==> src/hdl/line_table_pkg.sv <==
// Register map, host access sizes, DWARF opcodes and widths shared by the line table accelerator
package line_table_pkg;

    // Access size as encoded on data_write_n and data_read_n
    typedef enum logic [1:0] {
        RW_8_BIT  = 2'h0,
        RW_16_BIT = 2'h1,
        RW_32_BIT = 2'h2,
        RW_NONE   = 2'h3
    } rw_size_e;

    typedef enum logic [5:0] {
        PROGRAM_HEADER    = 6'h0,
        PROGRAM_CODE      = 6'h1,
        AM_ADDRESS        = 6'h2,
        AM_FILE           = 6'h3,
        AM_LINE_COL_FLAGS = 6'h4,
        STATUS            = 6'h5
    } reg_addr_e;

    // Standard opcodes handled by the parser, anything else is skipped as a single byte
    localparam logic [7:0] DW_LNS_COPY            = 8'h01;
    localparam logic [7:0] DW_LNS_ADVANCE_PC      = 8'h02;
    localparam logic [7:0] DW_LNS_ADVANCE_LINE    = 8'h03;
    localparam logic [7:0] DW_LNS_SET_FILE        = 8'h04;
    localparam logic [7:0] DW_LNS_SET_COLUMN      = 8'h05;
    localparam logic [7:0] DW_LNS_NEGATE_STMT     = 8'h06;
    localparam logic [7:0] DW_LNS_SET_BASIC_BLOCK = 8'h07;

    localparam logic [7:0] EXT_OPCODE_ESCAPE   = 8'h00;
    localparam logic [7:0] DW_LNE_END_SEQUENCE = 8'h01;

    // Instruction waiting for its LEB128 operand to complete
    typedef enum logic [2:0] {
        INSTR_NOP,
        INSTR_ADVANCE_PC,
        INSTR_ADVANCE_LINE,
        INSTR_SET_FILE,
        INSTR_SET_COLUMN,
        INSTR_EXTENDED
    } instr_e;

    localparam int OPERAND_W = 28;

    localparam int DEFAULT_ADDR_W = 28;
    localparam int DEFAULT_FILE_W = 16;
    localparam int DEFAULT_LINE_W = 16;
    localparam int DEFAULT_COL_W  = 10;

endpackage

==> src/hdl/line_cmd_if.sv <==
// Command bundle from the opcode FSM to the abstract machine registers
interface line_cmd_if
    import line_table_pkg::*;
();
    logic   exec;
    logic   negate_stmt;
    logic   set_basic_block;
    logic   set_end_sequence;
    logic   clear_row_flags;
    logic   end_sequence_reset;
    instr_e instr;

    modport ctrl (
        output exec, instr, negate_stmt, set_basic_block, set_end_sequence,
               clear_row_flags, end_sequence_reset
    );

    modport regs (
        input exec, instr, negate_stmt, set_basic_block, set_end_sequence,
              clear_row_flags, end_sequence_reset
    );
endinterface

==> src/hdl/code_buffer.sv <==
// Holds the latest PROGRAM_CODE word and hands its bytes to the parser one at a time
module code_buffer
    import line_table_pkg::*;
(
    input  logic        clk,
    input  logic        reset_this_cycle,
    input  logic        write_header,
    input  logic        write_code,
    input  rw_size_e    write_size,
    input  logic [31:0] data_in,
    input  logic        take_byte,
    output logic [7:0]  current_byte,
    output logic        byte_valid
);
    logic [31:0] code_word;
    rw_size_e    code_size;
    logic [2:0]  byte_ptr;
    logic        ptr_in_word;

    // Bytes above the written size are stored as zero
    always_ff @(posedge clk) begin
        if (write_code) begin
            case (write_size)
                RW_8_BIT:  code_word <= {24'h0, data_in[7:0]};
                RW_16_BIT: code_word <= {16'h0, data_in[15:0]};
                default:   code_word <= data_in;
            endcase
        end
    end

    always_ff @(posedge clk) begin
        if (reset_this_cycle || write_header) begin
            code_size <= RW_NONE;
            byte_ptr  <= 3'h0;
        end else if (write_code) begin
            code_size <= write_size;
            byte_ptr  <= 3'h0;
        end else if (take_byte) begin
            byte_ptr <= byte_ptr + 3'h1;
        end
    end

    // The pointer runs one past the last byte so that an empty word can be told apart
    always_comb begin
        case (byte_ptr)
            3'h0:    current_byte = code_word[7:0];
            3'h1:    current_byte = code_word[15:8];
            3'h2:    current_byte = code_word[23:16];
            3'h3:    current_byte = code_word[31:24];
            default: current_byte = 8'h0;
        endcase
        case (byte_ptr)
            3'h0:      ptr_in_word = code_size != RW_NONE;
            3'h1:      ptr_in_word = code_size == RW_16_BIT || code_size == RW_32_BIT;
            3'h2, 3'h3: ptr_in_word = code_size == RW_32_BIT;
            default:   ptr_in_word = 1'b0;
        endcase
    end

    // A word being replaced this cycle offers no byte
    assign byte_valid = ptr_in_word && !write_code;

endmodule

==> src/hdl/host_register_port.sv <==
// Turns host bus writes into one-cycle strobes and returns the addressed register on reads
module host_register_port
    import line_table_pkg::*;
(
    input  logic        reset_this_cycle,
    input  logic [5:0]  address,
    input  rw_size_e    data_write_n,
    input  rw_size_e    data_read_n,
    input  logic [31:0] row_address,
    input  logic [31:0] row_file,
    input  logic [31:0] row_line_col_flags,
    input  logic [31:0] header_word,
    input  logic        status,
    output logic [31:0] data_out,
    output logic        data_ready,
    output logic        write_header,
    output logic        write_code,
    output logic        write_status
);
    logic        write_this_cycle;
    logic [31:0] selected;

    assign write_this_cycle = !reset_this_cycle && data_write_n != RW_NONE;
    assign write_header     = write_this_cycle && address == PROGRAM_HEADER;
    assign write_code       = write_this_cycle && address == PROGRAM_CODE;
    assign write_status     = write_this_cycle && address == STATUS;

    always_comb begin
        case (address)
            PROGRAM_HEADER:    selected = header_word;
            AM_ADDRESS:        selected = row_address;
            AM_FILE:           selected = row_file;
            AM_LINE_COL_FLAGS: selected = row_line_col_flags;
            STATUS:            selected = {31'h0, status};
            default:           selected = 32'h0;
        endcase
    end

    // Bytes outside the requested read size read as zero
    assign data_out[7:0]   = (data_read_n != RW_NONE) ? selected[7:0] : 8'h0;
    assign data_out[15:8]  = (data_read_n == RW_16_BIT || data_read_n == RW_32_BIT) ?
                             selected[15:8] : 8'h0;
    assign data_out[31:16] = (data_read_n == RW_32_BIT) ? selected[31:16] : 16'h0;

    // The register port never stalls the host
    assign data_ready = 1'b1;

endmodule

==> src/hdl/line_program_control.sv <==
// Opcode decode FSM of the line program parser, owning the row status and the host interrupt
module line_program_control
    import line_table_pkg::*;
(
    input  logic       clk,
    input  logic       reset_this_cycle,
    input  logic       write_header,
    input  logic       write_status,
    input  logic [7:0] current_byte,
    input  logic       byte_valid,
    input  logic       last_byte,
    output logic       take_byte,
    output logic       start_leb,
    output logic       is_signed,
    line_cmd_if.ctrl   cmd,
    output logic       status,
    output logic       user_interrupt
);
    typedef enum logic [2:0] {
        ST_READY,
        ST_EXTENDED,
        ST_PAUSE_COPY,
        ST_PAUSE_END,
        ST_PARSE_LEB,
        ST_EXEC
    } state_e;

    state_e state;
    instr_e instr;
    instr_e opcode_instr;
    logic   leb_first;
    logic   row_pending;
    logic   paused;
    logic   take_opcode;
    logic   take_sub_opcode;
    logic   emit_row;

    assign paused          = state == ST_PAUSE_COPY || state == ST_PAUSE_END;
    assign take_byte       = byte_valid && !write_header && !write_status && !paused &&
                             state != ST_EXEC;
    assign take_opcode     = take_byte && state == ST_READY;
    assign take_sub_opcode = take_byte && state == ST_EXTENDED;
    assign emit_row        = (take_opcode && current_byte == DW_LNS_COPY) ||
                             (take_sub_opcode && current_byte == DW_LNE_END_SEQUENCE);
    assign start_leb       = state == ST_PARSE_LEB && leb_first;
    assign is_signed       = instr == INSTR_ADVANCE_LINE;

    // Opcodes that need an operand, the escape byte counting as one for its length field
    always_comb begin
        case (current_byte)
            DW_LNS_ADVANCE_PC:   opcode_instr = INSTR_ADVANCE_PC;
            DW_LNS_ADVANCE_LINE: opcode_instr = INSTR_ADVANCE_LINE;
            DW_LNS_SET_FILE:     opcode_instr = INSTR_SET_FILE;
            DW_LNS_SET_COLUMN:   opcode_instr = INSTR_SET_COLUMN;
            EXT_OPCODE_ESCAPE:   opcode_instr = INSTR_EXTENDED;
            default:             opcode_instr = INSTR_NOP;
        endcase
    end

    always_ff @(posedge clk) begin
        if (reset_this_cycle || write_header) begin
            state     <= ST_READY;
            instr     <= INSTR_NOP;
            leb_first <= 1'b0;
        end else begin
            case (state)
                ST_READY: begin
                    if (take_byte && current_byte == DW_LNS_COPY) begin
                        state <= ST_PAUSE_COPY;
                    end else if (take_byte && opcode_instr != INSTR_NOP) begin
                        state     <= ST_PARSE_LEB;
                        instr     <= opcode_instr;
                        leb_first <= 1'b1;
                    end
                end
                ST_EXTENDED: begin
                    // Unknown sub-opcodes are dropped and parsing carries on
                    if (take_byte && current_byte == DW_LNE_END_SEQUENCE) begin
                        state <= ST_PAUSE_END;
                    end else if (take_byte) begin
                        state <= ST_READY;
                    end
                end
                ST_PARSE_LEB: begin
                    if (take_byte) begin
                        leb_first <= 1'b0;
                    end
                    if (take_byte && last_byte) begin
                        state <= ST_EXEC;
                    end
                end
                ST_EXEC: begin
                    if (instr == INSTR_EXTENDED) begin
                        state <= ST_EXTENDED;
                    end else begin
                        state <= ST_READY;
                    end
                end
                default: begin
                    if (write_status) begin
                        state <= ST_READY;
                    end
                end
            endcase
        end
    end

    always_ff @(posedge clk) begin
        if (reset_this_cycle || write_header || write_status) begin
            row_pending <= 1'b0;
        end else if (emit_row) begin
            row_pending <= 1'b1;
        end
    end

    assign status         = row_pending;
    assign user_interrupt = row_pending;

    assign cmd.exec               = state == ST_EXEC;
    assign cmd.instr              = instr;
    assign cmd.negate_stmt        = take_opcode && current_byte == DW_LNS_NEGATE_STMT;
    assign cmd.set_basic_block    = take_opcode && current_byte == DW_LNS_SET_BASIC_BLOCK;
    assign cmd.set_end_sequence   = take_sub_opcode && current_byte == DW_LNE_END_SEQUENCE;
    assign cmd.clear_row_flags    = write_status && paused;
    assign cmd.end_sequence_reset = write_status && state == ST_PAUSE_END;

endmodule

==> src/hdl/line_state_regs.sv <==
// Abstract machine registers of the line program, updated by commands from the opcode FSM
module line_state_regs
    import line_table_pkg::*;
#(
    parameter int ADDR_W = DEFAULT_ADDR_W,
    parameter int FILE_W = DEFAULT_FILE_W,
    parameter int LINE_W = DEFAULT_LINE_W,
    parameter int COL_W  = DEFAULT_COL_W
) (
    input  logic                 clk,
    input  logic                 reset_this_cycle,
    input  logic                 write_header,
    input  logic                 header_stmt,
    input  logic [OPERAND_W-1:0] operand,
    line_cmd_if.regs             cmd,
    output logic [ADDR_W-1:0]    am_address,
    output logic [FILE_W-1:0]    am_file,
    output logic [LINE_W-1:0]    am_line,
    output logic [COL_W-1:0]     am_column,
    output logic                 am_is_stmt,
    output logic                 am_basic_block,
    output logic                 am_end_sequence,
    output logic                 default_is_stmt
);
    logic                 restart;
    logic [OPERAND_W-1:0] adder_src;
    logic [OPERAND_W-1:0] adder_sum;

    // A new sequence starts after reset, a header write or a resumed end_sequence row
    assign restart = reset_this_cycle || write_header || cmd.end_sequence_reset;

    // advance_pc and advance_line never execute together, so one adder serves both
    assign adder_src = (cmd.instr == INSTR_ADVANCE_PC) ? OPERAND_W'(am_address) :
                       OPERAND_W'(am_line);
    assign adder_sum = adder_src + operand;

    always_ff @(posedge clk) begin
        if (restart) begin
            am_address <= '0;
            am_file    <= FILE_W'(1);
            am_line    <= LINE_W'(1);
            am_column  <= '0;
        end else if (cmd.exec) begin
            case (cmd.instr)
                INSTR_ADVANCE_PC:   am_address <= {adder_sum[ADDR_W-1:1], 1'b0};
                INSTR_ADVANCE_LINE: am_line    <= adder_sum[LINE_W-1:0];
                INSTR_SET_FILE:     am_file    <= operand[FILE_W-1:0];
                INSTR_SET_COLUMN:   am_column  <= operand[COL_W-1:0];
                default: begin
                end
            endcase
        end
    end

    always_ff @(posedge clk) begin
        if (reset_this_cycle) begin
            default_is_stmt <= 1'b0;
            am_is_stmt      <= 1'b0;
        end else if (write_header) begin
            default_is_stmt <= header_stmt;
            am_is_stmt      <= header_stmt;
        end else if (cmd.end_sequence_reset) begin
            am_is_stmt <= default_is_stmt;
        end else if (cmd.negate_stmt) begin
            am_is_stmt <= !am_is_stmt;
        end
    end

    // basic_block lasts for one row, end_sequence until the sequence restarts
    always_ff @(posedge clk) begin
        if (reset_this_cycle || write_header || cmd.clear_row_flags) begin
            am_basic_block <= 1'b0;
        end else if (cmd.set_basic_block) begin
            am_basic_block <= 1'b1;
        end
        if (restart) begin
            am_end_sequence <= 1'b0;
        end else if (cmd.set_end_sequence) begin
            am_end_sequence <= 1'b1;
        end
    end

endmodule

==> src/hdl/line_table_accelerator.sv <==
// Top level of the DWARF v5 line table accelerator as seen by the host register bus
module line_table_accelerator
    import line_table_pkg::*;
#(
    parameter int ADDR_W = DEFAULT_ADDR_W,
    parameter int FILE_W = DEFAULT_FILE_W,
    parameter int LINE_W = DEFAULT_LINE_W,
    parameter int COL_W  = DEFAULT_COL_W
) (
    input  logic        clk,
    input  logic        reset_this_cycle,
    input  logic [5:0]  address,
    input  logic [31:0] data_in,
    input  rw_size_e    data_write_n,
    input  rw_size_e    data_read_n,
    output logic [31:0] data_out,
    output logic        data_ready,
    output logic        user_interrupt
);
    logic                 write_header;
    logic                 write_code;
    logic                 write_status;
    logic                 take_byte;
    logic                 byte_valid;
    logic [7:0]           current_byte;
    logic                 start_leb;
    logic                 is_signed;
    logic                 last_byte;
    logic [OPERAND_W-1:0] operand;
    logic                 status;
    logic [ADDR_W-1:0]    am_address;
    logic [FILE_W-1:0]    am_file;
    logic [LINE_W-1:0]    am_line;
    logic [COL_W-1:0]     am_column;
    logic                 am_is_stmt;
    logic                 am_basic_block;
    logic                 am_end_sequence;
    logic                 default_is_stmt;
    logic [31:0]          row_line_col_flags;

    line_cmd_if cmd_if ();

    // Line in bits 15:0, column in 25:16, then is_stmt, basic_block and end_sequence
    assign row_line_col_flags = {3'h0, am_end_sequence, am_basic_block, am_is_stmt,
                                 10'(am_column), 16'(am_line)};

    host_register_port u_host_port (
        .reset_this_cycle  (reset_this_cycle),
        .address           (address),
        .data_write_n      (data_write_n),
        .data_read_n       (data_read_n),
        .row_address       (32'(am_address)),
        .row_file          (32'(am_file)),
        .row_line_col_flags(row_line_col_flags),
        .header_word       ({31'h0, default_is_stmt}),
        .status            (status),
        .data_out          (data_out),
        .data_ready        (data_ready),
        .write_header      (write_header),
        .write_code        (write_code),
        .write_status      (write_status)
    );

    code_buffer u_code_buffer (
        .clk             (clk),
        .reset_this_cycle(reset_this_cycle),
        .write_header    (write_header),
        .write_code      (write_code),
        .write_size      (data_write_n),
        .data_in         (data_in),
        .take_byte       (take_byte),
        .current_byte    (current_byte),
        .byte_valid      (byte_valid)
    );

    operand_decoder #(
        .OPERAND_W(OPERAND_W)
    ) u_operand_decoder (
        .clk             (clk),
        .reset_this_cycle(reset_this_cycle),
        .write_header    (write_header),
        .start_leb       (start_leb),
        .is_signed       (is_signed),
        .take_byte       (take_byte),
        .byte_in         (current_byte),
        .operand         (operand),
        .last_byte       (last_byte)
    );

    line_program_control u_control (
        .clk             (clk),
        .reset_this_cycle(reset_this_cycle),
        .write_header    (write_header),
        .write_status    (write_status),
        .current_byte    (current_byte),
        .byte_valid      (byte_valid),
        .last_byte       (last_byte),
        .take_byte       (take_byte),
        .start_leb       (start_leb),
        .is_signed       (is_signed),
        .cmd             (cmd_if.ctrl),
        .status          (status),
        .user_interrupt  (user_interrupt)
    );

    line_state_regs #(
        .ADDR_W(ADDR_W),
        .FILE_W(FILE_W),
        .LINE_W(LINE_W),
        .COL_W (COL_W)
    ) u_state_regs (
        .clk             (clk),
        .reset_this_cycle(reset_this_cycle),
        .write_header    (write_header),
        .header_stmt     (data_in[0]),
        .operand         (operand),
        .cmd             (cmd_if.regs),
        .am_address      (am_address),
        .am_file         (am_file),
        .am_line         (am_line),
        .am_column       (am_column),
        .am_is_stmt      (am_is_stmt),
        .am_basic_block  (am_basic_block),
        .am_end_sequence (am_end_sequence),
        .default_is_stmt (default_is_stmt)
    );

endmodule

==> src/hdl/operand_decoder.sv <==
// Builds LEB128 operands one 7-bit group per taken byte, sign-extending signed operands
module operand_decoder #(
    parameter int OPERAND_W = 28
) (
    input  logic                 clk,
    input  logic                 reset_this_cycle,
    input  logic                 write_header,
    input  logic                 start_leb,
    input  logic                 is_signed,
    input  logic                 take_byte,
    input  logic [7:0]           byte_in,
    output logic [OPERAND_W-1:0] operand,
    output logic                 last_byte
);
    localparam int GROUPS  = (OPERAND_W + 6) / 7;
    localparam int GROUP_W = $clog2(GROUPS + 1);

    logic [GROUP_W-1:0]   group_cnt;
    logic [GROUP_W-1:0]   group_sel;
    logic                 sign_flag;
    logic                 in_leb;
    logic                 leb_take;
    logic                 extend;
    logic [OPERAND_W-1:0] keep_mask;
    logic [OPERAND_W-1:0] placed;
    logic [OPERAND_W-1:0] fill;

    assign last_byte = !byte_in[7];
    assign leb_take  = take_byte && (start_leb || in_leb);
    assign group_sel = start_leb ? '0 : group_cnt;
    assign extend    = (start_leb ? is_signed : sign_flag) && byte_in[6];

    // Groups past the operand width shift out entirely and leave the operand unchanged
    assign keep_mask = ~({OPERAND_W{1'b1}} << (7 * group_sel));
    assign placed    = OPERAND_W'(byte_in[6:0]) << (7 * group_sel);
    assign fill      = extend ? ({OPERAND_W{1'b1}} << (7 * group_sel + 7)) : '0;

    always_ff @(posedge clk) begin
        if (reset_this_cycle || write_header) begin
            in_leb    <= 1'b0;
            group_cnt <= '0;
            sign_flag <= 1'b0;
        end else if (leb_take) begin
            in_leb    <= !last_byte;
            group_cnt <= (group_sel == GROUP_W'(GROUPS)) ? group_sel : group_sel + 1'b1;
            sign_flag <= start_leb ? is_signed : sign_flag;
        end
    end

    always_ff @(posedge clk) begin
        if (leb_take) begin
            operand <= (operand & keep_mask) | placed | fill;
        end
    end

endmodule

==> config.mk <==
export PLATFORM = sky130hd
export DESIGN_NAME = line_table_accelerator
export DESIGN_NICKNAME = d
export VERILOG_FILES = /design/src/hdl/line_table_pkg.sv /design/src/hdl/line_cmd_if.sv /design/src/hdl/code_buffer.sv /design/src/hdl/host_register_port.sv /design/src/hdl/line_program_control.sv /design/src/hdl/line_state_regs.sv /design/src/hdl/line_table_accelerator.sv /design/src/hdl/operand_decoder.sv
export SDC_FILE = /design/constraint.sdc
export NUM_CORES = 1
export LEC_CHECK = 0
export ABC_AREA = 0
export BUFFER_PORTS_ARGS = -buffer_cell sky130_fd_sc_hd__buf_2
export CORE_MARGIN = 2
export CORE_UTILIZATION = 45
export DETAILED_ROUTE_END_ITERATION = 6
export GPL_TIMING_DRIVEN = 0
export RECOVER_POWER = 50
export SLEW_MARGIN = 20
export SYNTH_ARGS = -nofsm -noshare
export SYNTH_HDL_FRONTEND = slang
export SYNTH_SLANG_ARGS = --single-unit
==> constraint.sdc <==
create_clock -name clk -period 8.1 [get_ports clk]
set_input_delay 0.405 -clock clk [delete_from_list [all_inputs] [get_ports clk]]
set_output_delay 0.405 -clock clk [all_outputs]
set_load 0.01 [all_outputs]
# Word level (Yosys, flattened, before mapping)
# Cells that the tools add are included.
[totals]
regBits = 151
latch_bits = 0
ramBits = 0
romBits = 0
input_bits = 44
output_inout_bits = 34
wordCells = 158
n_memories = 0
[op_classes]
addsub = 4
multipliers = 1
div = 0
order_cmp = 0
n_eq_ne = 41
n_shift = 3
muxes = 28
bitwise_logic = 5
reduce_logical = 57
[ops]
columns = ["cell", "count"]
rows = [
  ["29-bit one-hot mux with 5 select lines", 1],
  ["32-bit one-hot mux with 2 select lines", 1],
  ["28-bit 2-to-1 mux", 2],
  ["28-bit bitwise OR", 2],
  ["8-bit by 3-bit equality test with 1-bit output (second input constant)", 4],
  ["8-bit one-hot mux with 4 select lines", 1],
  ["28-bit by 32-bit << shifter with 28-bit output (first input constant)", 1],
  ["28-bit adder", 1],
  ["28-bit AND", 1],
  ["28-bit NOT", 1],
  ["28-bit by 6-bit << shifter with 28-bit output (first input constant)", 1],
  ["7-bit by 6-bit << shifter with 28-bit output", 1],
  ["3-bit 2-to-1 mux", 8],
  ["1-bit logical AND", 23],
  ["3-bit by 2-bit equality test with 1-bit output (second input constant)", 6],
  ["8-bit by 2-bit equality test with 1-bit output (second input constant)", 2],
  ["8-bit 2-to-1 mux", 2],
  ["3-bit equality test (second input constant)", 5],
  ["3-bit one-hot mux with 5 select lines", 1],
  ["13-bit 2-to-1 mux", 1],
  ["6-bit by 2-bit equality test with 1-bit output (second input constant)", 2],
  ["6-bit by 3-bit equality test with 1-bit output (second input constant)", 2],
  ["2-bit inequality test (second input constant)", 6],
  ["3-bit one-hot mux with 4 select lines", 1],
  ["other kinds (28)", 63],
]

# Longest topological paths before layout
# Gate-level depths: netlist (run 1).
[logic_depth]
ltp_word = 14
ltp_mapped = 15
mapped_depth_nobuf = 13

# Modules after synthesis
# A second synthesis (run 1) with hierarchy kept.
[hier_totals]
hier_cells = 1160
hier_area_um2 = 10162.2
[by_module_without_submodules]
columns = ["module", "instances", "cells_each", "area_per_inst_um2", "seq_area_each_um2"]
rows = [
  ["line_state_regs", 1, 566, 4376.7, 1461.4],
  ["operand_decoder", 1, 184, 2030.7, 940.9],
  ["code_buffer", 1, 123, 1626.6, 1061.0],
  ["host_register_port", 1, 206, 1508.9, 0.0],
  ["line_program_control", 1, 80, 615.6, 160.2],
  ["line_table_accelerator", 1, 1, 3.8, 0.0],
]

# Worst setup path before layout (run 1)
# Ideal clock, no wire load.
[synth_timing]
kind = "register -> register"
start = "register u_control.instr[0] (netlist: u_control.cmd.instr[0])"
end = "register u_state_regs.am_address[27]"
setup_ns = 0.066
t_arrival_ns = 3.818
required_ns = 8.034
path_slack_ns = 4.216
stages_incl_launch_ff = 15
path_buffers = 3
synth_period_minus_slack_ns = 3.884
cell_sequence = "dfxtp_1 > clkbuf_1 > nor3b_1 > buf_4 > clkbuf_1 > mux2_2 > ha_1 > and4_1 > nand3_1 > or4b_4 > o31ai_4 > o21ai_2 > and4_4 > or4_4 > a21oi_2"
[synth_via]
elab_chain_len = 3
elab_cells_between_ends = 4
classes_between = "add/sub: 1; eq/ne: 1; mux: 1; reduce/logical: 1"
[synth_rtl]
columns = ["item", "line_no", "text"]
rows = [
  ["start: declaration", "line_program_control.sv:29", "instr_e instr;"],
  ["start signal: assignment", "line_program_control.sv:72", "instr <= opcode_instr;"],
  ["3-bit by 1-bit equality test with 1-bit output *", "line_state_regs.sv:33, line_state_regs.sv:44", ""],
  ["28-bit 2-to-1 mux", "line_state_regs.sv:33", "assign adder_src = (cmd.instr == INSTR_ADVANCE_PC) ? OPERAND_W'(am_address) :"],
  ["28-bit adder", "line_state_regs.sv:35", "assign adder_sum = adder_src + operand;"],
  ["end signal: assignment", "line_state_regs.sv:45", "INSTR_ADVANCE_PC: am_address <= {adder_sum[ADDR_W-1:1], 1'b0};"],
  ["end: declaration", "line_state_regs.sv:16", "output logic [ADDR_W-1:0] am_address,"],
]
# Mark *: on every way between the ends. The rest lies on a longest branch, timed or not.
# A chain may end at the register's enable or synchronous reset.

# Worst setup path after layout (run 1)
[layout_timing]
start = "register u_control.instr[0] (netlist: u_control.cmd.instr[0])"
end = "register u_state_regs.am_address[26]"
# Same word-level chain as after synthesis.

==> results of run 1 <==
==> how the worst min path moves through the flow <==
| stage | start | end | slack [ps] |
|---|---|---|---|
| global placement | u_state_regs.am_file[5] | u_state_regs.am_file[5] | 440 |
| floorplan | u_state_regs.am_file[10] | u_state_regs.am_file[10] | 430 |
| finish | data_in[4] | u_code_buffer.code_word[4] | 130 |
| detailed placement | u_state_regs.am_file[4] | u_state_regs.am_file[4] | 450 |
| CTS | data_in[3] | u_code_buffer.code_word[3] | 120 |
| global route | data_in[2] | u_code_buffer.code_word[2] | 120 |
==> power groups by stage <==
stage	Combinational (W)	Sequential, W	Clock (W)
after floorplan	0.0000233	0.000805	0
after global placement	0.0000439	0.000805	0
after detailed placement	0.0000450	0.000805	0
after CTS	0.0000450	0.000787	0.000802
after global routing	0.0000479	0.000787	0.000835
final	0.0000432	0.000787	0.000795
==> flip-flops by register name, indices dropped and copies added (netlist names), 2 cells and up <==
register / count
u_control.state: 3
u_code_buffer.code_word: 32
u_code_buffer.code_size: 2
u_operand_decoder.group_cnt: 3
u_operand_decoder.operand: 28
u_control.cmd.instr: 3
u_state_regs.am_address: 27
u_state_regs.am_column: 10
u_state_regs.am_file: 16
u_code_buffer.byte_ptr: 3
u_state_regs.am_line: 16
==> per-stage QoR <==
| stage | utilization | cell area, sq um | power, W |
|---|---|---|---|
| after floorplan | - | 8760 | 0.000828 |
| after global placement | 0.491 | 9460 | 0.000849 |
| after detailed placement | 0.495 | 9540 | 0.000850 |
| after CTS | 0.525 | 10100 | 0.00163 |
| after global routing | 0.521 | 10000 | 0.00167 |
| final | 0.521 | 10000 | 0.00163 |
==> cells in the final DEF, fill, tap and decap left out, types with 5 or more instances in the layout <==
cell type,instances
mux2i_1,16
mux2_2,15
a21o_1,11
and2_1,24
nor2_1,92
ha_1,45
a221o_1,13
a211oi_1,9
nand2b_1,5
and2_0,13
a31oi_1,7
buf_4,5
o21a_1,9
inv_6,5
or2_2,5
dfxtp_1,91
clkbuf_16,17
nand4_1,5
o31ai_1,5
nand2_1,157
a211o_1,6
xor2_1,9
edfxtp_1,60
nor4_1,6
buf_2,71
inv_8,6
nor2b_1,13
o21ai_0,53
o211ai_1,9
xnor2_1,12
a21oi_1,77
a22oi_1,14
nor3_1,17
inv_1,24
nand3_1,28
clkbuf_1,48
a222oi_1,23
==> cell usage after synthesis, types with 4 or more instances <==
| cell type | count | area [sq um] |
|---|---|---|
| xor2_1 | 9 | 78.8 |
| mux2i_1 | 16 | 160 |
| a222oi_1 | 23 | 230 |
| mux2_2 | 15 | 169 |
| nand2b_1 | 5 | 31.3 |
| buf_2 | 6 | 30.0 |
| xnor2_1 | 12 | 105 |
| o211ai_1 | 9 | 67.6 |
| a21o_1 | 11 | 82.6 |
| a31oi_1 | 7 | 43.8 |
| and3_1 | 4 | 25.0 |
| a22oi_1 | 14 | 105 |
| a211o_1 | 6 | 52.6 |
| o21a_1 | 9 | 67.6 |
| inv_1 | 24 | 90.1 |
| nor2b_1 | 13 | 81.3 |
| a221o_1 | 13 | 130 |
| ha_1 | 45 | 563 |
| and2_1 | 37 | 231 |
| a21oi_1 | 77 | 385 |
| dfxtp_1 | 91 | 1820 |
| or3_1 | 4 | 25.0 |
| o31ai_1 | 5 | 37.5 |
| or2_2 | 5 | 31.3 |
| buf_4 | 6 | 45.0 |
| nand2_1 | 157 | 589 |
| clkbuf_1 | 36 | 135 |
| nand3_1 | 28 | 140 |
| nor4_1 | 6 | 37.5 |
| nor3_1 | 19 | 95.1 |
| a211oi_1 | 9 | 67.6 |
| edfxtp_1 | 60 | 1800 |
| fa_1 | 4 | 80.1 |
| o21ai_0 | 53 | 265 |
| nor2_1 | 92 | 345 |
| nand4_1 | 5 | 31.3 |
==> cell families after synthesis <==
kind of cell	count (synthesis)
AO/OA/AOI/OAI	271
XOR/XNOR	21
adder cells (fa/ha/maj)	49
buffers and inverters	78
flip-flops	151
multiplexers	31
other	2
AND/OR/NAND/NOR	386
==> area by class of cell <==
type	instances	area, sq um	area share
buffer	53	224	0.0223
clock inverter	15	161	0.0161
multi-input combinational	762	4810	0.479
inverter	25	93.8	0.00934
sequential	151	3620	0.361
clock buffer	17	425	0.0424
timing repair buffer	75	372	0.0370
tap	265	332	0.0330
==> layer usage <==
layer	part of all wire	routed length [microns]
met1	0.45	11500
met2	0.47	12100
met3	0.054	1370
met4	0.026	658
met5	0	0
==> impl_metrics.yaml, run 1 <==
setup_path:
  cp_slowest_cell: "clkbuf_1"
  path_class: "flip-flop to flip-flop"
  cp.required_ps: 8460
  reg2reg_depth: 15
  critPathCaptureType: "flip-flop"
  critPathTopFamily: "compound AO/OA/AOI/OAI gates"
  worstSetupPathDepth: 15
  path_cells: "clkbuf_1, nor3b_1, clkbuf_1, clkbuf_1, mux2_2, ha_1, clkbuf_1, a2111oi_0, o21a_1, a311o_1, o21ai_0, a31oi_1, a21oi_1, a211o_1, a21oi_1"
  start_kind: "flip-flop"
  max_stage_delay_ps: 680
  crit_fanout: 10
  cp-startpoint: "u_control.cmd.instr[0]"
  r2r-end: "u_state_regs.am_address[26]"
  crit_end: "u_state_regs.am_address[26]"
  rrSetupSlack_ps: 2890
  crit_arrival_ps: 5560
  cp_common_cell: "clkbuf_1"
  cp_num_buf_inv: 4
  reg2reg_from: "u_control.cmd.instr[0]"
global_routing:
  grt_use_met1: 0.337
  grt_pass1_vias: 7200
  grt_pass1_wl_mm: 39.7
  use_met2: 0.410
  top_usage_layer: "met2"
  globalRouteOverflowTotal: 0
  met3_usage: 0.0560
  grt_usage: 0.254
  antenna_found_initial: 0
  grt_max_degree: 31
pwr:
  p_leak_nw: 3.97
  clockPowerShare: 0.489
  p_sw_w: 0.000407
  pwr-share-comb: 0.027
  peakVddDrop_mv: 0.141
  p_int_w: 0.00122
  swShare: 0.251
  powerDensity_nw_per_um2: 162
  pwr-share-seq: 0.484
floorplan:
  initial_core_util: 0.454
  coreArea_sq_um: 19300
  die_area_sq_um: 20600
  rows: 51
  die_x_microns: 143
  num_io_pins: 78
  die_h_microns: 143
timing:
  period_minus_slack_ps: 5210
  fin_worst_skew_ps: 13.5
  setup_viol: 0
  holdWs_ps: 130
  setup_tns_ps: 0
  finalWorstSetupSlack_ps: 2890
  fmax_mhz: 192
  period_share: 0.643
  finalHoldViolCount: 0
  slew_violations: 31
  tightest_slew_ps: 1520
  relSlewSlack: -0.0113
  grt_setup_unrepaired: "false"
synthesis:
  synth-adder-area-share: 0.0734
  ys_ff_latch: 151
  syn-instance-count: 989
  ys.flop_type: "dfxtp_1"
  synthMuxAreaShare: 0.0376
  synth_top_family_by_area: "compound AO/OA/AOI/OAI gates"
  synth_xor_area_frac: 0.0210
  synth-compound-area-share: 0.212
  synth_warnings: 0
  netlist_area_sq_um: 8760
  synth-edff-count: 60
  yosysSeqAreaShare: 0.414
  synth-simple-area-share: 0.202
  synth.distinct_cells: 73
  async_flop_share: 0
  avgSynthCellArea_sq_um: 8.85
route:
  dr_total_vias: 7757
  routed_via_density: 5.69
  drc: 0
  dr.pass1.iters: 6
  drt_first_iter_violations: 651
  wirelength_mm: 25.6
  wire_per_inst_microns: 18.8
  ant_nets: 0
finish:
  fin_nets: 1178
  drive_gt1_frac: 0.130
  nFillCells: 1902
  fin_cells: 1363
  num_antenna_cells: 0
  syn_to_final_growth_pct: 14.7
clock_network:
  clk_pin_slew_ps: 80
  root_buffer: "clkbuf_16"
  clockBufferDepth: 2
  hold_buffers: 0
  htree_levels: 4
  cts_resized: 0
  worst_skew_pair.late_latency_ps: 440
  numCtsBuffers: 17
  post_cts_buffers: 0
  cts_tree: "built"
  clock_sinks: 151
placement:
  gp_congestion: 0.891
  dp.cells: 1331
  port_buffers: 72
  dp_hpwl_mm: 19.0
  place_ws_ps: 3290
run_status:
  status: "finished, violations left"
  violations: "capacitance limit, slew limit"
hold_path:
  worst_hold_path_type: "input port to flip-flop"
  holdPathStages: 1
flow_run:
  max_cap_violations: 1
Power figures use the tool's default switching activity.
==> run 2: changes to the inputs <==
PLACE_DENSITY = 0.65   (was default)
clock period = 4.65 ns   (was 8.1 ns; I/O delays follow)
==> impl_metrics.yaml, run 2 (synthesis results as in run 1) <==
clock_network:
  root_buffer: "clkbuf_16"
  worst_skew_pair.late_latency_ps: 440
  numCtsBuffers: 17
  post_cts_buffers: 0
  cts_tree: "built"
  clock_sinks: 151
  clockBufferDepth: 2
  htree_levels: 4
  clk_pin_slew_ps: 70
finish:
  drive_gt1_frac: 0.127
  final_common_cell: "nand2_1"
  utilization: 0.529
  register_area_sq_um: 3620
  mostFrequentLayoutCells: "nand2_1, nor2_1, dfxtp_1"
  multi_input_area_sq_um: 4820
  nFillCells: 1829
  largest_reg_flops: 32
  fin_nets: 1184
  syn_to_final_growth_pct: 16.4
  num_antenna_cells: 0
  largestRegisters: "u_code_buffer.code_word x32, u_operand_decoder.operand x28, u_state_regs.am_address x27"
  regMostFlops: "u_code_buffer.code_word"
run_status:
  violations: "DRC, capacitance limit"
  status: "finished, violations left"
route:
  drt_first_iter_violations: 588
  drc: 1
  dr_total_vias: 7894
  routed_via_density: 5.77
  wire_per_inst_microns: 18.3
  ant_nets: 0
  wirelength_mm: 25.1
  dr.pass1.iters: 7
floorplan:
  coreArea_sq_um: 19300
  die_area_sq_um: 20600
  rows: 51
  initial_core_util: 0.454
  die_x_microns: 143
  die_h_microns: 143
  num_io_pins: 78
placement:
  gp_congestion: 0.908
  port_buffers: 72
  place_ws_ps: -222
  dp_hpwl_mm: 18.8
global_routing:
  grt_pass1_vias: 7152
  antenna_found_initial: 0
  grt_max_degree: 31
  globalRouteOverflowTotal: 0
  grt_usage: 0.248
  grt_pass1_wl_mm: 39.0
pwr:
  pwr-share-comb: 0.027
  clockPowerShare: 0.512
  p_leak_nw: 4.02
  powerDensity_nw_per_um2: 292
  p_int_w: 0.00232
  pwr-share-seq: 0.461
  peakVddDrop_mv: 0.266
  swShare: 0.221
  p_sw_w: 0.000658
timing:
  grt_setup_unrepaired: "false"
  relSlewSlack: 0.000585
  finalHoldViolCount: 0
  period_share: 0.946
  slew_violations: 0
  fin_worst_skew_ps: 12.1
  setup_viol: 0
  period_minus_slack_ps: 4400
  finalWorstSetupSlack_ps: 252
  fmax_mhz: 227
  tightest_slew_ps: 1490
setup_path:
  critPathCaptureType: "flip-flop"
  cp.required_ps: 5020
  crit_fanout: 19
  path_class: "flip-flop to flip-flop"
  start_kind: "flip-flop"
  crit_arrival_ps: 4770
flow_run:
  max_cap_violations: 1
hold_path:
  worst_hold_path_type: "input port to flip-flop"
==> run 2: cell types whose count changed in the layout (fill, tap and decap cells not counted), sizes merged <==
cell	change
bufinv	+4
buf	-5
clkbuf	+4
clkinvlp	+1
inv	-3
clkinv	-2
dlygate4sd3	+7
==> run 2: cell type report <==
type | count | area share
clock inverters | 15 | 0.0210
clock buffers | 17 | 0.0417
inverters | 25 | 0.00921
well taps | 265 | 0.0325
plain buffers | 52 | 0.0217
flip-flops and latches | 151 | 0.356
repair buffers | 82 | 0.0448
multi-input cells | 762 | 0.473
==> run 2: worst paths after layout <==
kind	from	end	slack [ps]	depth (start not counted)
max	u_control.cmd.instr[0]	u_state_regs.am_address[20]	250	14
min	reset_this_cycle	u_state_regs.am_is_stmt	40	2
max reg2reg	u_control.cmd.instr[0]	u_state_regs.am_address[20]	250	14
min reg2reg	u_state_regs.am_file[4]	u_state_regs.am_file[4]	460	2
==> run 2: timing repair <==
action | 4_1_cts | 5_1_grt
hold buffers | 7 | 0
setup endpoints to repair | 10 | 4
resized for setup | 0 | 3
hold endpoints to repair | 7 | 0
pin swaps | 0 | 0
==> run 2: power by group through the flow <==
stage               Clock [W]  Combinational (W)  Sequential, W
floorplan                   0          0.0000406        0.00140
global placement            0          0.0000765        0.00140
detailed placement          0          0.0000783        0.00140
CTS                   0.00153          0.0000828        0.00137
global route          0.00159          0.0000887        0.00137
finish                0.00152          0.0000799        0.00137
==> run 2: layer usage <==
metal | part of all wire | global-route usage
met5 | 0 | 0
met1 | 0.44 | 0.325
met4 | 0.024 | 0.0759
met2 | 0.47 | 0.412
met3 | 0.065 | 0.0533
==> run 2: through the flow <==
step,setup TNS [ps],instances,hold WS [ps],instance area [sq um],total power [W]
2_1_floorplan,0,991,302,8760,0.00144
3_3_place_gp,-889,1328,410,9460,0.00148
3_5_place_dp,-891,1331,411,9540,0.00148
4_1_cts,0,1369,19.2,10200,0.00298
5_1_grt,0,1369,43.2,10200,0.00305
6_report,0,1369,37.1,10200,0.00298
==> run 2: worst max-delay path: stages, from the launching register on <==
cell and delay, ps:
dfxtp_1 310, clkbuf_1 320, nor3b_1 420, buf_4 380
mux2_2 380, ha_1 270, clkbuf_1 280, o211ai_1 170
o21a_1 190, a311o_1 330, o21ai_0 430, nand2_1 160
a311o_1 370, nor4_1 170, nand3b_1 130
==> run 3: changes to the inputs <==
CELL_PAD_IN_SITES_DETAIL_PLACEMENT = 1   (was default)
CELL_PAD_IN_SITES_GLOBAL_PLACEMENT = 2   (was default)
CORE_UTILIZATION = 34   (was 45)
PLACE_DENSITY = default   (was 0.65)
PLACE_DENSITY_LB_ADDON = 0.1   (was default)
==> impl_metrics.yaml, run 3 (synthesis results as in run 1) <==
run_status:
  status: "finished, violations left"
  violations: "capacitance limit, slew limit"
floorplan:
  die_x_microns: 164
  coreArea_sq_um: 25300
  num_io_pins: 78
  die_h_microns: 164
  initial_core_util: 0.347
  rows: 58
  die_area_sq_um: 27100
timing:
  grt_setup_unrepaired: "false"
  setup_viol: 0
  relSlewSlack: -0.00113
  period_minus_slack_ps: 4330
  finalWorstSetupSlack_ps: 318
  tightest_slew_ps: 1500
  fin_worst_skew_ps: 18.7
  fmax_mhz: 231
  period_share: 0.932
  finalHoldViolCount: 0
  slew_violations: 29
setup_path:
  cp-startpoint: "u_control.cmd.instr[0]"
  start_kind: "flip-flop"
  path_class: "flip-flop to flip-flop"
  crit_arrival_ps: 4700
  cp_slowest_cell: "or4b_4"
  crit_fanout: 19
  reg2reg_from: "u_control.cmd.instr[0]"
  critPathCaptureType: "flip-flop"
  path_cells: "clkbuf_1, nor3b_1, buf_4, mux2_2, ha_1, o211ai_1, o211a_1, or4b_4, o31ai_4, o21ai_2, and4_4, or4_4, a21oi_2"
  cp.required_ps: 5020
  rrSetupSlack_ps: 320
  max_stage_delay_ps: 590
clock_network:
  cts_tree: "built"
  htree_levels: 4
  numCtsBuffers: 17
  clockBufferDepth: 2
  clock_sinks: 151
  root_buffer: "clkbuf_16"
  worst_skew_pair.late_latency_ps: 440
  clk_pin_slew_ps: 70
route:
  ant_nets: 0
  dr_total_vias: 7799
  dr.pass1.iters: 7
  wire_per_inst_microns: 21.1
  drc: 0
  routed_via_density: 5.43
  drt_first_iter_violations: 563
  wirelength_mm: 30.2
finish:
  mostFrequentLayoutCells: "nand2_1, nor2_1, dfxtp_1"
  utilization: 0.407
  fin_nets: 1185
  final_common_cell: "nand2_1"
  largest_reg_flops: 32
  regMostFlops: "u_code_buffer.code_word"
  num_antenna_cells: 0
  register_area_sq_um: 3620
  nFillCells: 2989
  largestRegisters: "u_code_buffer.code_word x32, u_operand_decoder.operand x28, u_state_regs.am_address x27"
  design_area_sq_um: 10300
  syn_to_final_growth_pct: 17.3
  multi_input_area_sq_um: 4830
  drive_gt1_frac: 0.129
hold_path:
  min-delay-start: "reset_this_cycle"
  worst_hold_path_type: "input port to flip-flop"
global_routing:
  grt_pass1_vias: 7851
  antenna_found_initial: 0
  grt_usage: 0.229
  grt_max_degree: 30
  globalRouteOverflowTotal: 0
  grt_pass1_wl_mm: 46.4
placement:
  dp_hpwl_mm: 22.9
  gp_congestion: 0.807
  place_area_sq_um: 9620
  port_buffers: 72
  place_ws_ps: -419
flow_run:
  max_cap_violations: 1
pwr:
  powerDensity_nw_per_um2: 291
  p_leak_nw: 4.02
  peakVddDrop_mv: 0.234
## run 3: changes by cell type in the layout (fill, tap and decap cells not counted), sizes merged
cell / delta
buf: +3
clkbuf: -2
bufinv: -1
clkinv: +1
## run 3: per-stage QoR
stage / cells / TNS (ps) / power (W) / hold WS, ps
3_3_place_gp: 1393 / -1530 / 0.00148 / 410
6_report: 1435 / 0 / 0.00299 / 27.7
4_1_cts: 1435 / 0 / 0.00301 / 11.2
2_1_floorplan: 991 / 0 / 0.00144 / 302
3_5_place_dp: 1397 / -1440 / 0.00148 / 411
5_1_grt: 1435 / 0 / 0.00306 / 39.1
## run 3: worst paths after layout
| kind | end | depth (start not counted) |
|---|---|---|
| max | u_state_regs.am_address[27] | 13 |
| min | u_state_regs.am_is_stmt | 2 |
| max reg2reg | u_state_regs.am_address[27] | 13 |
| min reg2reg | u_state_regs.am_file[2] | 2 |
## run 3: worst max-delay path, delay by kind of cell, from the launching register on
kind / cells / cell delay [ps]
AOI/OAI and AO/OA: 5 / 950
adders and majority gates: 1 / 370
buffers and inverters: 2 / 730
DFF: 1 / 310
muxes: 1 / 390
and+or+nand+nor: 4 / 1500
## run 3: layer usage
layer,global-route usage,up-vias,routed length (microns)
met1,0.307,3837,14300
li1,-,3824,-
met2,0.397,122,14900
met4,0.0506,0,278
met3,0.0281,16,731
met5,0,-,0
## run 3: power breakdown
part	internal (W)	total, W	switching, W
sequential	0.00137	0.00137	0.000000587
combinational	0.0000315	0.0000824	0.0000509
clock	0.000870	0.00153	0.000661
total	0.00227	0.00299	0.000713
## run 3: area by class of cell
class	count	area share
Clock inverter	15	0.0199
Inverter	25	0.00913
Timing Repair Buffer	83	0.0454
Multi-Input combinational cell	762	0.470
Sequential cell	151	0.353
Clock buffer	17	0.0414
Tap cell	330	0.0402
Buffer	52	0.0216
## run 3: repair_timing
item | 4_1_cts | 5_1_grt
setup buffers | 0 | 0
resized for setup | 0 | 3
gates cloned | 0 | 0
setup endpoints to repair | 7 | 12
endpoints found under the hold margin | 7 | 0
hold buffers | 7 | 0
